**src/rtl/l2_params.svh**
```systemverilog
`ifndef L2_PARAMS_SVH
`define L2_PARAMS_SVH

// Byte address width of both the upper and the memory side.
`define L2_ADDR_W 16

// One line is eight bytes.
`define L2_LINE_W 64
`define L2_OFFSET_W 3

// Eight sets.
`define L2_SET_W 3

`define L2_CNT_W 16

`endif

```
**src/rtl/l2_pkg.sv**
```systemverilog
`default_nettype none

`include "l2_params.svh"

package l2_pkg;

	typedef logic [`L2_ADDR_W-1:0] addr_t;
	typedef logic [`L2_LINE_W-1:0] line_t;
	typedef logic [`L2_SET_W-1:0] set_t;

	// The tag is whatever is left above the set index and byte offset.
	typedef logic [`L2_ADDR_W-`L2_SET_W-`L2_OFFSET_W-1:0] tag_t;

	typedef logic [1:0] way_t;

	// Age 0 is the most recently used way, age 3 the least.
	typedef logic [1:0] age_t;

	typedef logic [3:0] way_vec_t;
	typedef logic [`L2_CNT_W-1:0] cnt_t;

	typedef enum logic [1:0] {
		st_ready,
		st_fetch,
		st_write_back
	} l2_state_e;

	// A dirty victim waiting to be written back to memory.
	typedef struct packed {
		addr_t addr;
		line_t line;
	} evict_entry_t;

endpackage

`default_nettype wire

```
**src/rtl/l2_way_if.sv**
```systemverilog
`default_nettype none

interface l2_way_if (
	input logic clk,
	input logic reset_l2hits
);
	import l2_pkg::*;

	// Status of the addressed set, from the datapath.
	logic hit;
	way_t hit_way;
	way_vec_t valid;
	way_vec_t dirty;
	age_t [3:0] age;

	// Write strobes and selects, from the control.
	way_vec_t data_we;
	way_vec_t tag_we;
	way_vec_t valid_we;
	way_vec_t dirty_we;
	logic dirty_val;
	logic fill_sel;
	logic age_touch;
	way_t touch_way;

	modport dp (
		input clk, reset_l2hits,
		output hit, hit_way, valid, dirty, age,
		input data_we, tag_we, valid_we, dirty_we, dirty_val, fill_sel, age_touch, touch_way
	);

	modport ctrl (
		input clk, reset_l2hits,
		input hit, hit_way, valid, dirty, age,
		output data_we, tag_we, valid_we, dirty_we, dirty_val, fill_sel, age_touch, touch_way
	);

endinterface

`default_nettype wire

```
**src/rtl/l2_control.sv**
```systemverilog
`default_nettype none

module l2_control (
	input logic clk,
	input logic reset_l2hits,
	input logic pmem_read,
	input logic pmem_write,
	input logic physical_resp,
	input logic ewb_empty,
	l2_way_if.ctrl ways,
	output logic pmem_resp,
	output logic physical_read,
	output logic physical_write,
	output logic load_ewb,
	output logic addr_sel,
	output l2_pkg::cnt_t hit_count,
	output l2_pkg::cnt_t miss_count
);
	import l2_pkg::*;

	localparam int WAYS = $bits(way_vec_t);

	l2_state_e state;
	l2_state_e next_state;
	logic request;
	way_t victim;
	logic victim_dirty;
	logic fill_done;
	logic miss_pending;

	assign request = pmem_read | pmem_write;

	// An invalid way is always preferred. Otherwise the oldest way goes.
	always_comb begin
		victim = '0;
		for (int w = WAYS - 1; w >= 0; w--) begin
			if (ways.age[w] == 2'd3)
				victim = way_t'(w);
		end
		for (int w = WAYS - 1; w >= 0; w--) begin
			if (!ways.valid[w])
				victim = way_t'(w);
		end
	end

	assign victim_dirty = ways.valid[victim] & ways.dirty[victim];
	assign fill_done = (state == st_fetch) & physical_read & physical_resp;

	always_ff @(posedge clk or posedge reset_l2hits) begin
		if (reset_l2hits)
			state <= st_ready;
		else
			state <= next_state;
	end

	always_comb begin
		next_state = state;
		pmem_resp = 1'b0;
		physical_read = 1'b0;
		physical_write = 1'b0;
		load_ewb = 1'b0;
		addr_sel = 1'b0;
		ways.data_we = '0;
		ways.tag_we = '0;
		ways.valid_we = '0;
		ways.dirty_we = '0;
		ways.dirty_val = 1'b0;
		ways.fill_sel = 1'b0;
		ways.age_touch = 1'b0;
		ways.touch_way = ways.hit_way;

		case (state)
			st_ready: begin
				if (request && ways.hit) begin
					pmem_resp = 1'b1;
					ways.age_touch = 1'b1;
					if (pmem_write) begin
						ways.data_we[ways.hit_way] = 1'b1;
						ways.dirty_we[ways.hit_way] = 1'b1;
						ways.dirty_val = 1'b1;
					end
				end else if (request) begin
					next_state = st_fetch;
				end
			end
			st_fetch: begin
				if (victim_dirty) begin
					// The victim moves to the buffer and is clean from here on.
					if (ewb_empty) begin
						load_ewb = 1'b1;
						ways.dirty_we[victim] = 1'b1;
						next_state = st_write_back;
					end
				end else begin
					physical_read = 1'b1;
					ways.fill_sel = 1'b1;
					if (physical_resp) begin
						ways.data_we[victim] = 1'b1;
						ways.tag_we[victim] = 1'b1;
						ways.valid_we[victim] = 1'b1;
						ways.dirty_we[victim] = 1'b1;
						ways.age_touch = 1'b1;
						ways.touch_way = victim;
						next_state = st_ready;
					end
				end
			end
			st_write_back: begin
				physical_write = 1'b1;
				addr_sel = 1'b1;
				if (physical_resp)
					next_state = st_fetch;
			end
			default: begin
				next_state = st_ready;
			end
		endcase
	end

	// A request that missed is answered once the fill is done, and that answer is no hit.
	always_ff @(posedge clk or posedge reset_l2hits) begin
		if (reset_l2hits) begin
			miss_pending <= 1'b0;
			hit_count <= '0;
			miss_count <= '0;
		end else begin
			if (state == st_ready && next_state == st_fetch)
				miss_pending <= 1'b1;
			else if (pmem_resp)
				miss_pending <= 1'b0;
			if (pmem_resp && !miss_pending)
				hit_count <= hit_count + cnt_t'(1);
			if (fill_done)
				miss_count <= miss_count + cnt_t'(1);
		end
	end

endmodule

`default_nettype wire

```
**src/rtl/l2_datapath.sv**
```systemverilog
`default_nettype none

`include "l2_params.svh"

module l2_datapath (
	input logic clk,
	input logic reset_l2hits,
	input l2_pkg::addr_t address,
	input l2_pkg::line_t wdata,
	input l2_pkg::line_t fill_data,
	l2_way_if.dp ways,
	output l2_pkg::line_t rdata,
	output l2_pkg::evict_entry_t victim_entry
);
	import l2_pkg::*;

	localparam int WAYS = $bits(way_vec_t);
	localparam int SETS = 2 ** `L2_SET_W;

	tag_t tag_arr [WAYS][SETS];
	line_t data_arr [WAYS][SETS];
	logic valid_arr [WAYS][SETS];
	logic dirty_arr [WAYS][SETS];
	age_t age_arr [WAYS][SETS];

	set_t set;
	tag_t tag;
	way_vec_t hit_vec;
	way_t oldest;
	line_t wr_line;

	assign set = address[`L2_OFFSET_W +: `L2_SET_W];
	assign tag = address[`L2_ADDR_W-1 -: $bits(tag_t)];

	assign wr_line = ways.fill_sel ? fill_data : wdata;

	always_comb begin
		ways.hit_way = '0;
		oldest = '0;
		for (int w = 0; w < WAYS; w++) begin
			hit_vec[w] = valid_arr[w][set] && (tag_arr[w][set] == tag);
			ways.valid[w] = valid_arr[w][set];
			ways.dirty[w] = dirty_arr[w][set];
			ways.age[w] = age_arr[w][set];
			if (hit_vec[w])
				ways.hit_way = way_t'(w);
			if (age_arr[w][set] == 2'd3)
				oldest = way_t'(w);
		end
	end

	assign ways.hit = |hit_vec;
	assign rdata = data_arr[ways.hit_way][set];

	// The line address is rebuilt from the stored tag of the oldest way.
	assign victim_entry.addr = {tag_arr[oldest][set], set, {`L2_OFFSET_W{1'b0}}};
	assign victim_entry.line = data_arr[oldest][set];

	always_ff @(posedge clk) begin
		for (int w = 0; w < WAYS; w++) begin
			if (ways.data_we[w])
				data_arr[w][set] <= wr_line;
			if (ways.tag_we[w])
				tag_arr[w][set] <= tag;
		end
	end

	// Ages start out equal to the way number so each set holds a full ordering.
	always_ff @(posedge clk or posedge reset_l2hits) begin
		if (reset_l2hits) begin
			for (int w = 0; w < WAYS; w++) begin
				for (int s = 0; s < SETS; s++) begin
					valid_arr[w][s] <= 1'b0;
					dirty_arr[w][s] <= 1'b0;
					age_arr[w][s] <= age_t'(w);
				end
			end
		end else begin
			for (int w = 0; w < WAYS; w++) begin
				if (ways.valid_we[w])
					valid_arr[w][set] <= 1'b1;
				if (ways.dirty_we[w])
					dirty_arr[w][set] <= ways.dirty_val;
			end
			if (ways.age_touch) begin
				for (int w = 0; w < WAYS; w++) begin
					if (way_t'(w) == ways.touch_way)
						age_arr[w][set] <= '0;
					else if (age_arr[w][set] < age_arr[ways.touch_way][set])
						age_arr[w][set] <= age_arr[w][set] + age_t'(1);
				end
			end
		end
	end

endmodule

`default_nettype wire

```
**src/rtl/l2_evict_buffer.sv**
```systemverilog
`default_nettype none

module l2_evict_buffer (
	input logic clk,
	input logic reset_l2hits,
	input logic load_ewb,
	input logic physical_resp,
	input logic physical_write,
	input l2_pkg::evict_entry_t entry_in,
	output logic ewb_empty,
	output l2_pkg::evict_entry_t entry_out
);
	import l2_pkg::*;

	logic full;
	evict_entry_t entry;

	// The buffer stays busy until memory acknowledges the write of its line.
	always_ff @(posedge clk or posedge reset_l2hits) begin
		if (reset_l2hits)
			full <= 1'b0;
		else if (load_ewb)
			full <= 1'b1;
		else if (physical_write && physical_resp)
			full <= 1'b0;
	end

	always_ff @(posedge clk) begin
		if (load_ewb)
			entry <= entry_in;
	end

	assign ewb_empty = ~full;
	assign entry_out = entry;

endmodule

`default_nettype wire

```
**src/rtl/l2_cache.sv**
```systemverilog
`default_nettype none

`include "l2_params.svh"

module l2_cache (
	input logic clk,
	input logic reset_l2hits,
	input logic pmem_read,
	input logic pmem_write,
	input l2_pkg::addr_t pmem_address,
	input l2_pkg::line_t pmem_wdata,
	output logic pmem_resp,
	output l2_pkg::line_t pmem_rdata,
	output logic physical_read,
	output logic physical_write,
	output l2_pkg::addr_t physical_address,
	output l2_pkg::line_t physical_wdata,
	input logic physical_resp,
	input l2_pkg::line_t physical_rdata,
	output l2_pkg::cnt_t hit_count,
	output l2_pkg::cnt_t miss_count
);
	import l2_pkg::*;

	logic ewb_empty;
	logic load_ewb;
	logic addr_sel;
	evict_entry_t victim_entry;
	evict_entry_t ewb_entry;
	addr_t line_address;

	l2_way_if ways (
		.clk(clk),
		.reset_l2hits(reset_l2hits)
	);

	l2_control u_control (
		.clk(clk),
		.reset_l2hits(reset_l2hits),
		.pmem_read(pmem_read),
		.pmem_write(pmem_write),
		.physical_resp(physical_resp),
		.ewb_empty(ewb_empty),
		.ways(ways.ctrl),
		.pmem_resp(pmem_resp),
		.physical_read(physical_read),
		.physical_write(physical_write),
		.load_ewb(load_ewb),
		.addr_sel(addr_sel),
		.hit_count(hit_count),
		.miss_count(miss_count)
	);

	l2_datapath u_datapath (
		.clk(clk),
		.reset_l2hits(reset_l2hits),
		.address(pmem_address),
		.wdata(pmem_wdata),
		.fill_data(physical_rdata),
		.ways(ways.dp),
		.rdata(pmem_rdata),
		.victim_entry(victim_entry)
	);

	l2_evict_buffer u_evict (
		.clk(clk),
		.reset_l2hits(reset_l2hits),
		.load_ewb(load_ewb),
		.physical_resp(physical_resp),
		.physical_write(physical_write),
		.entry_in(victim_entry),
		.ewb_empty(ewb_empty),
		.entry_out(ewb_entry)
	);

	// Memory always sees whole lines, so the byte offset is dropped.
	assign line_address = {pmem_address[`L2_ADDR_W-1:`L2_OFFSET_W], {`L2_OFFSET_W{1'b0}}};
	assign physical_address = addr_sel ? ewb_entry.addr : line_address;
	assign physical_wdata = ewb_entry.line;

endmodule

`default_nettype wire

```
**config.mk**
```make
export PLATFORM = sky130hd
export DESIGN_NAME = l2_cache
export DESIGN_NICKNAME = d
export VERILOG_FILES = /design/src/rtl/l2_pkg.sv /design/src/rtl/l2_way_if.sv /design/src/rtl/l2_control.sv /design/src/rtl/l2_datapath.sv /design/src/rtl/l2_evict_buffer.sv /design/src/rtl/l2_cache.sv
export VERILOG_INCLUDE_DIRS = /design/src /design/src/rtl
export SDC_FILE = /design/constraint.sdc
export NUM_CORES = 2
export LEC_CHECK = 0
export BUFFER_PORTS_ARGS = -buffer_cell sky130_fd_sc_hd__buf_2
export CAP_MARGIN = 40
export CORE_MARGIN = 8
export CORE_UTILIZATION = 25
export DETAILED_ROUTE_END_ITERATION = 12
export PLACE_DENSITY_LB_ADDON = 0.1
export SYNTH_ARGS = -nofsm -noshare
export SYNTH_HDL_FRONTEND = slang
export SYNTH_SLANG_ARGS = --single-unit
```
**constraint.sdc**
```tcl
create_clock -name clk -period 9.6 [get_ports clk]
set_clock_uncertainty 0.1 [all_clocks]
set_input_delay 1.92 -clock clk [delete_from_list [all_inputs] [get_ports clk]]
set_output_delay 1.92 -clock clk [all_outputs]
set_load 0.02 [all_outputs]
```
==> summary.md <==
| Metric | Value |
|---|---|
| Antenna viol nets, final | 0 |
| Total Power | 32.2 mW |
| Vias | 93200 |
| Most frequent cells in the layout | edfxtp_1, nor2_1, a21oi_1 |
| H-tree Lvls | 5 |
| Final instance area | 145000 sq um |
| Netlist cell types | 91 |
| Final hold violation count | 0 |
| Fin crit period | 9.34 ns |
| P per Cell Area | 222 nW/um^2 |
| Routed Wire Length | 567 mm |
| Max IR drop VDD | 0.137 mV |
| FF+latch count, synth | 2609 |
| Port buffer count | 321 |
| Pleak | 47.4 nW |
| Die Ht | 717 microns |
| WL/cell | 33.1 microns |
| GRT Total Usage | 0.210 |
| Clk sinks | 2609 |
| Main flop type after synthesis | edfxtp_1 |
| Setup bufs post-CTS | 0 |
| Area after DPL | 135000 sq um |
| Worst skew pair latency | 0.96 ns |
| P_int | 22.3 mW |
| Most common cell after layout, fill and taps aside | edfxtp_1 |
| Pins Over Slew Limit | 0 |
| Critical-path top delay cell | or2_4 |
| Critical-path cell list | buf_8 -> buf_12 -> buf_4 -> mux2i_1 -> a22oi_1 -> a22oi_1 -> xor2_1 -> nand4_1 -> or2_4 -> nor3_4 -> buf_12 -> buf_12 -> buf_12 -> buf_4 -> a211oi_1 -> o311ai_0 -> buf_4 -> buf_2 |
| Vias in the first global route | 92600 |
| Run status | completed |
| Vias per cell | 5.45 |
| Clk network pwr share | 0.373 |
| Place WS | 0.344 ns |
| Placed cell count | 16500 |
| Kind of critical path | in2out |
| Syn. warnings | 0 |
| Hold Crit Class | reg2reg |
| Cell count after synthesis | 10100 |
| CP Capture Type | primary output |
| Peak Freq | 107 MHz |
| Cell Rows | 257 |
| Die X | 717 microns |
| EDFF count, synth | 2445 |
| Maxcap violations | 0 |
| Async SR Flop Fraction | 0.0629 |
| Synth Cell Area | 123000 sq um |
| CORE AREA | 490000 sq um |
| Relative slew slack | 0.204 |
| Final worst slack | 0.263 ns |
| IO Pins | 328 |
| Root Buffer | clkbuf_16 |
| Yosys top cell by area | edfxtp_1 |
| Buf/Inv on CP | 9 |
| Most frequent cell on the critical path | buf_12 |
| CTS tree | done |
| Slowest stage delay, CP | 0.55 ns |
| Sw Pwr | 9.94 mW |
| First-pass iteration count of the detailed router | 6 |
| Syn Area/Cell | 12.1 sq um |
| Reg power frac | 0.421 |
| Worst-margin pin slew | 1.19 ns |
| Final setup fails | 0 |
| Area Growth Syn to Fin | 18.1% |
| Net Sw Frac | 0.308 |
| Largest cells by area after synthesis | edfxtp_1, a21oi_1, mux2i_1, nor2_1, a32oi_1 |
| Worst Path Required | 7.58 ns |
| Gpl congestion | 0.819 |
| CTS max path bufs | 4 |
| Initial drt markers | 8961 |
| Sequential area share after synthesis | 0.631 |
| Startpoint class of the critical path | input pin |
| Total grt overflow | 0 |
| Die Area | 514000 sq um |
| Top Family by Delay on Critical Path | buffers and inverters |
| First-pass GRT wire length | 771 mm |
| Initial antenna violation count | 22 |
| Inserted Clock Buffers | 329 |
| Detail Placement HPWL | 313 mm |
| Fin nets | 10500 |
| Hold buffers post-CTS | 0 |
| Util after Layout | 0.296 |
| # resized after CTS | 0 |
| Clk slew on worst S/H paths | 0.05 ns |
| Hold slack | 0.361 ns |
| Comb pwr share | 0.206 |
| Starting Density | 0.251 |
| Fillers | 49600 |
| Post-Route Setup TNS | 0 ns |
| WP data arrival | 7.32 ns |
| Share of layout cells above drive strength 1 | 0.153 |
| Fin cells | 17100 |
| Worst-path maximum fanout | 37 |
| Largest net degree at the start of global routing | 191 |
| DR DRC count | 0 |
| Period utilization | 0.973 |
| RSZ-0062 raised after global routing | false |
| Post-synth top area share | 0.598 |
==> sequential cells by signal, summed over array words and instances (netlist names), 2 cells and up <==
signal and cells:
u_control.hit_count 16, u_control.miss_count 16, u_control.state 2, u_datapath.age_arr 64
u_datapath.data_arr 2048, u_datapath.dirty_arr 32, u_datapath.tag_arr 320, u_datapath.valid_arr 32
u_evict.entry_out 77
==> cell type report <==
class	count	area (sq um)	area share
Sequential cell	2609	77600	0.535
Multi-Input combinational cell	6559	41400	0.286
Clock buffer	431	8810	0.0608
Tap cell	6475	8100	0.0558
Timing Repair Buffer	851	7720	0.0532
Clock inverter	161	1340	0.00921
Inverter	13	61.3	0.000423
Antenna cell	7	17.5	0.000121
==> kinds of logic after synthesis <==
family | synth area share
AO/OA/AOI/OAI | 0.169
flip-flops | 0.631
AND/OR/NAND/NOR | 0.0806
buffers and inverters | 0.0351
multiplexers | 0.0783
XOR/XNOR | 0.00428
adder cells (fa/ha/maj) | 0.00102
other | 0.0000305
==> power groups by stage <==
| stage | registers, mW | clock network [mW] | logic (mW) |
|---|---|---|---|
| floorplan | 13.8 | 0 | 4.14 |
| global placement | 13.8 | 0 | 6.54 |
| detailed placement | 13.8 | 0 | 6.64 |
| CTS | 13.6 | 12.4 | 6.66 |
| global route | 13.6 | 12.7 | 7.20 |
| finish | 13.6 | 12.0 | 6.63 |
==> Yosys cell counts (7+ instances only) <==
master and count:
edfxtp_1 2445, nor2_1 1709, a21oi_1 1420, mux2i_1 701, clkbuf_1 560, o22ai_1 448
a32oi_1 436, a221oi_1 330, nand2_1 297, o21ai_0 213, buf_1 159, buf_2 152
a211oi_1 134, dfrtp_1 132, mux2_2 131, or4_1 91, buf_4 80, nand3_1 69
and3_1 56, mux4_2 45, xnor2_1 41, or2_2 38, a22oi_1 36, dfstp_2 32
a221o_1 26, a22o_1 26, a31oi_1 24, nor3_1 23, o2bb2ai_1 21, o211ai_1 19
xor2_1 19, buf_6 18, o21ai_1 18, nand4_1 12, o31ai_1 12, a211o_1 11
inv_1 11, nor2b_1 11, and2_1 10, ha_1 10, nand2b_1 10, a21o_1 9
mux2_1 7
==> metal layers <==
| layer | GRT usage | routed length [microns] | up-vias |
|---|---|---|---|
| li1 | - | - | 40000 |
| met1 | 0.289 | 254000 | 48800 |
| met2 | 0.348 | 266000 | 3602 |
| met3 | 0.0269 | 31400 | 743 |
| met4 | 0.0578 | 16100 | 2 |
| met5 | 0 | 10 | - |
==> final timing paths <==
check	start	endpoint	slack, ns	cells past startpoint
setup / recovery	pmem_address[4]	pmem_rdata[57]	0.26	18
setup reg to reg	u_datapath.tag_arr[3][19]	u_datapath.age_arr[59]	2.95	23
max in group asynchronous	reset_l2hits	u_datapath.valid_arr[28]	7.10	5
hold reg to reg	u_control.hit_count[15]	u_control.hit_count[15]	0.36	1
hold / removal	u_control.hit_count[15]	u_control.hit_count[15]	0.36	1
min in group asynchronous	reset_l2hits	u_control.miss_count[14]	0.81	2
Power figures use the tool's default switching activity.
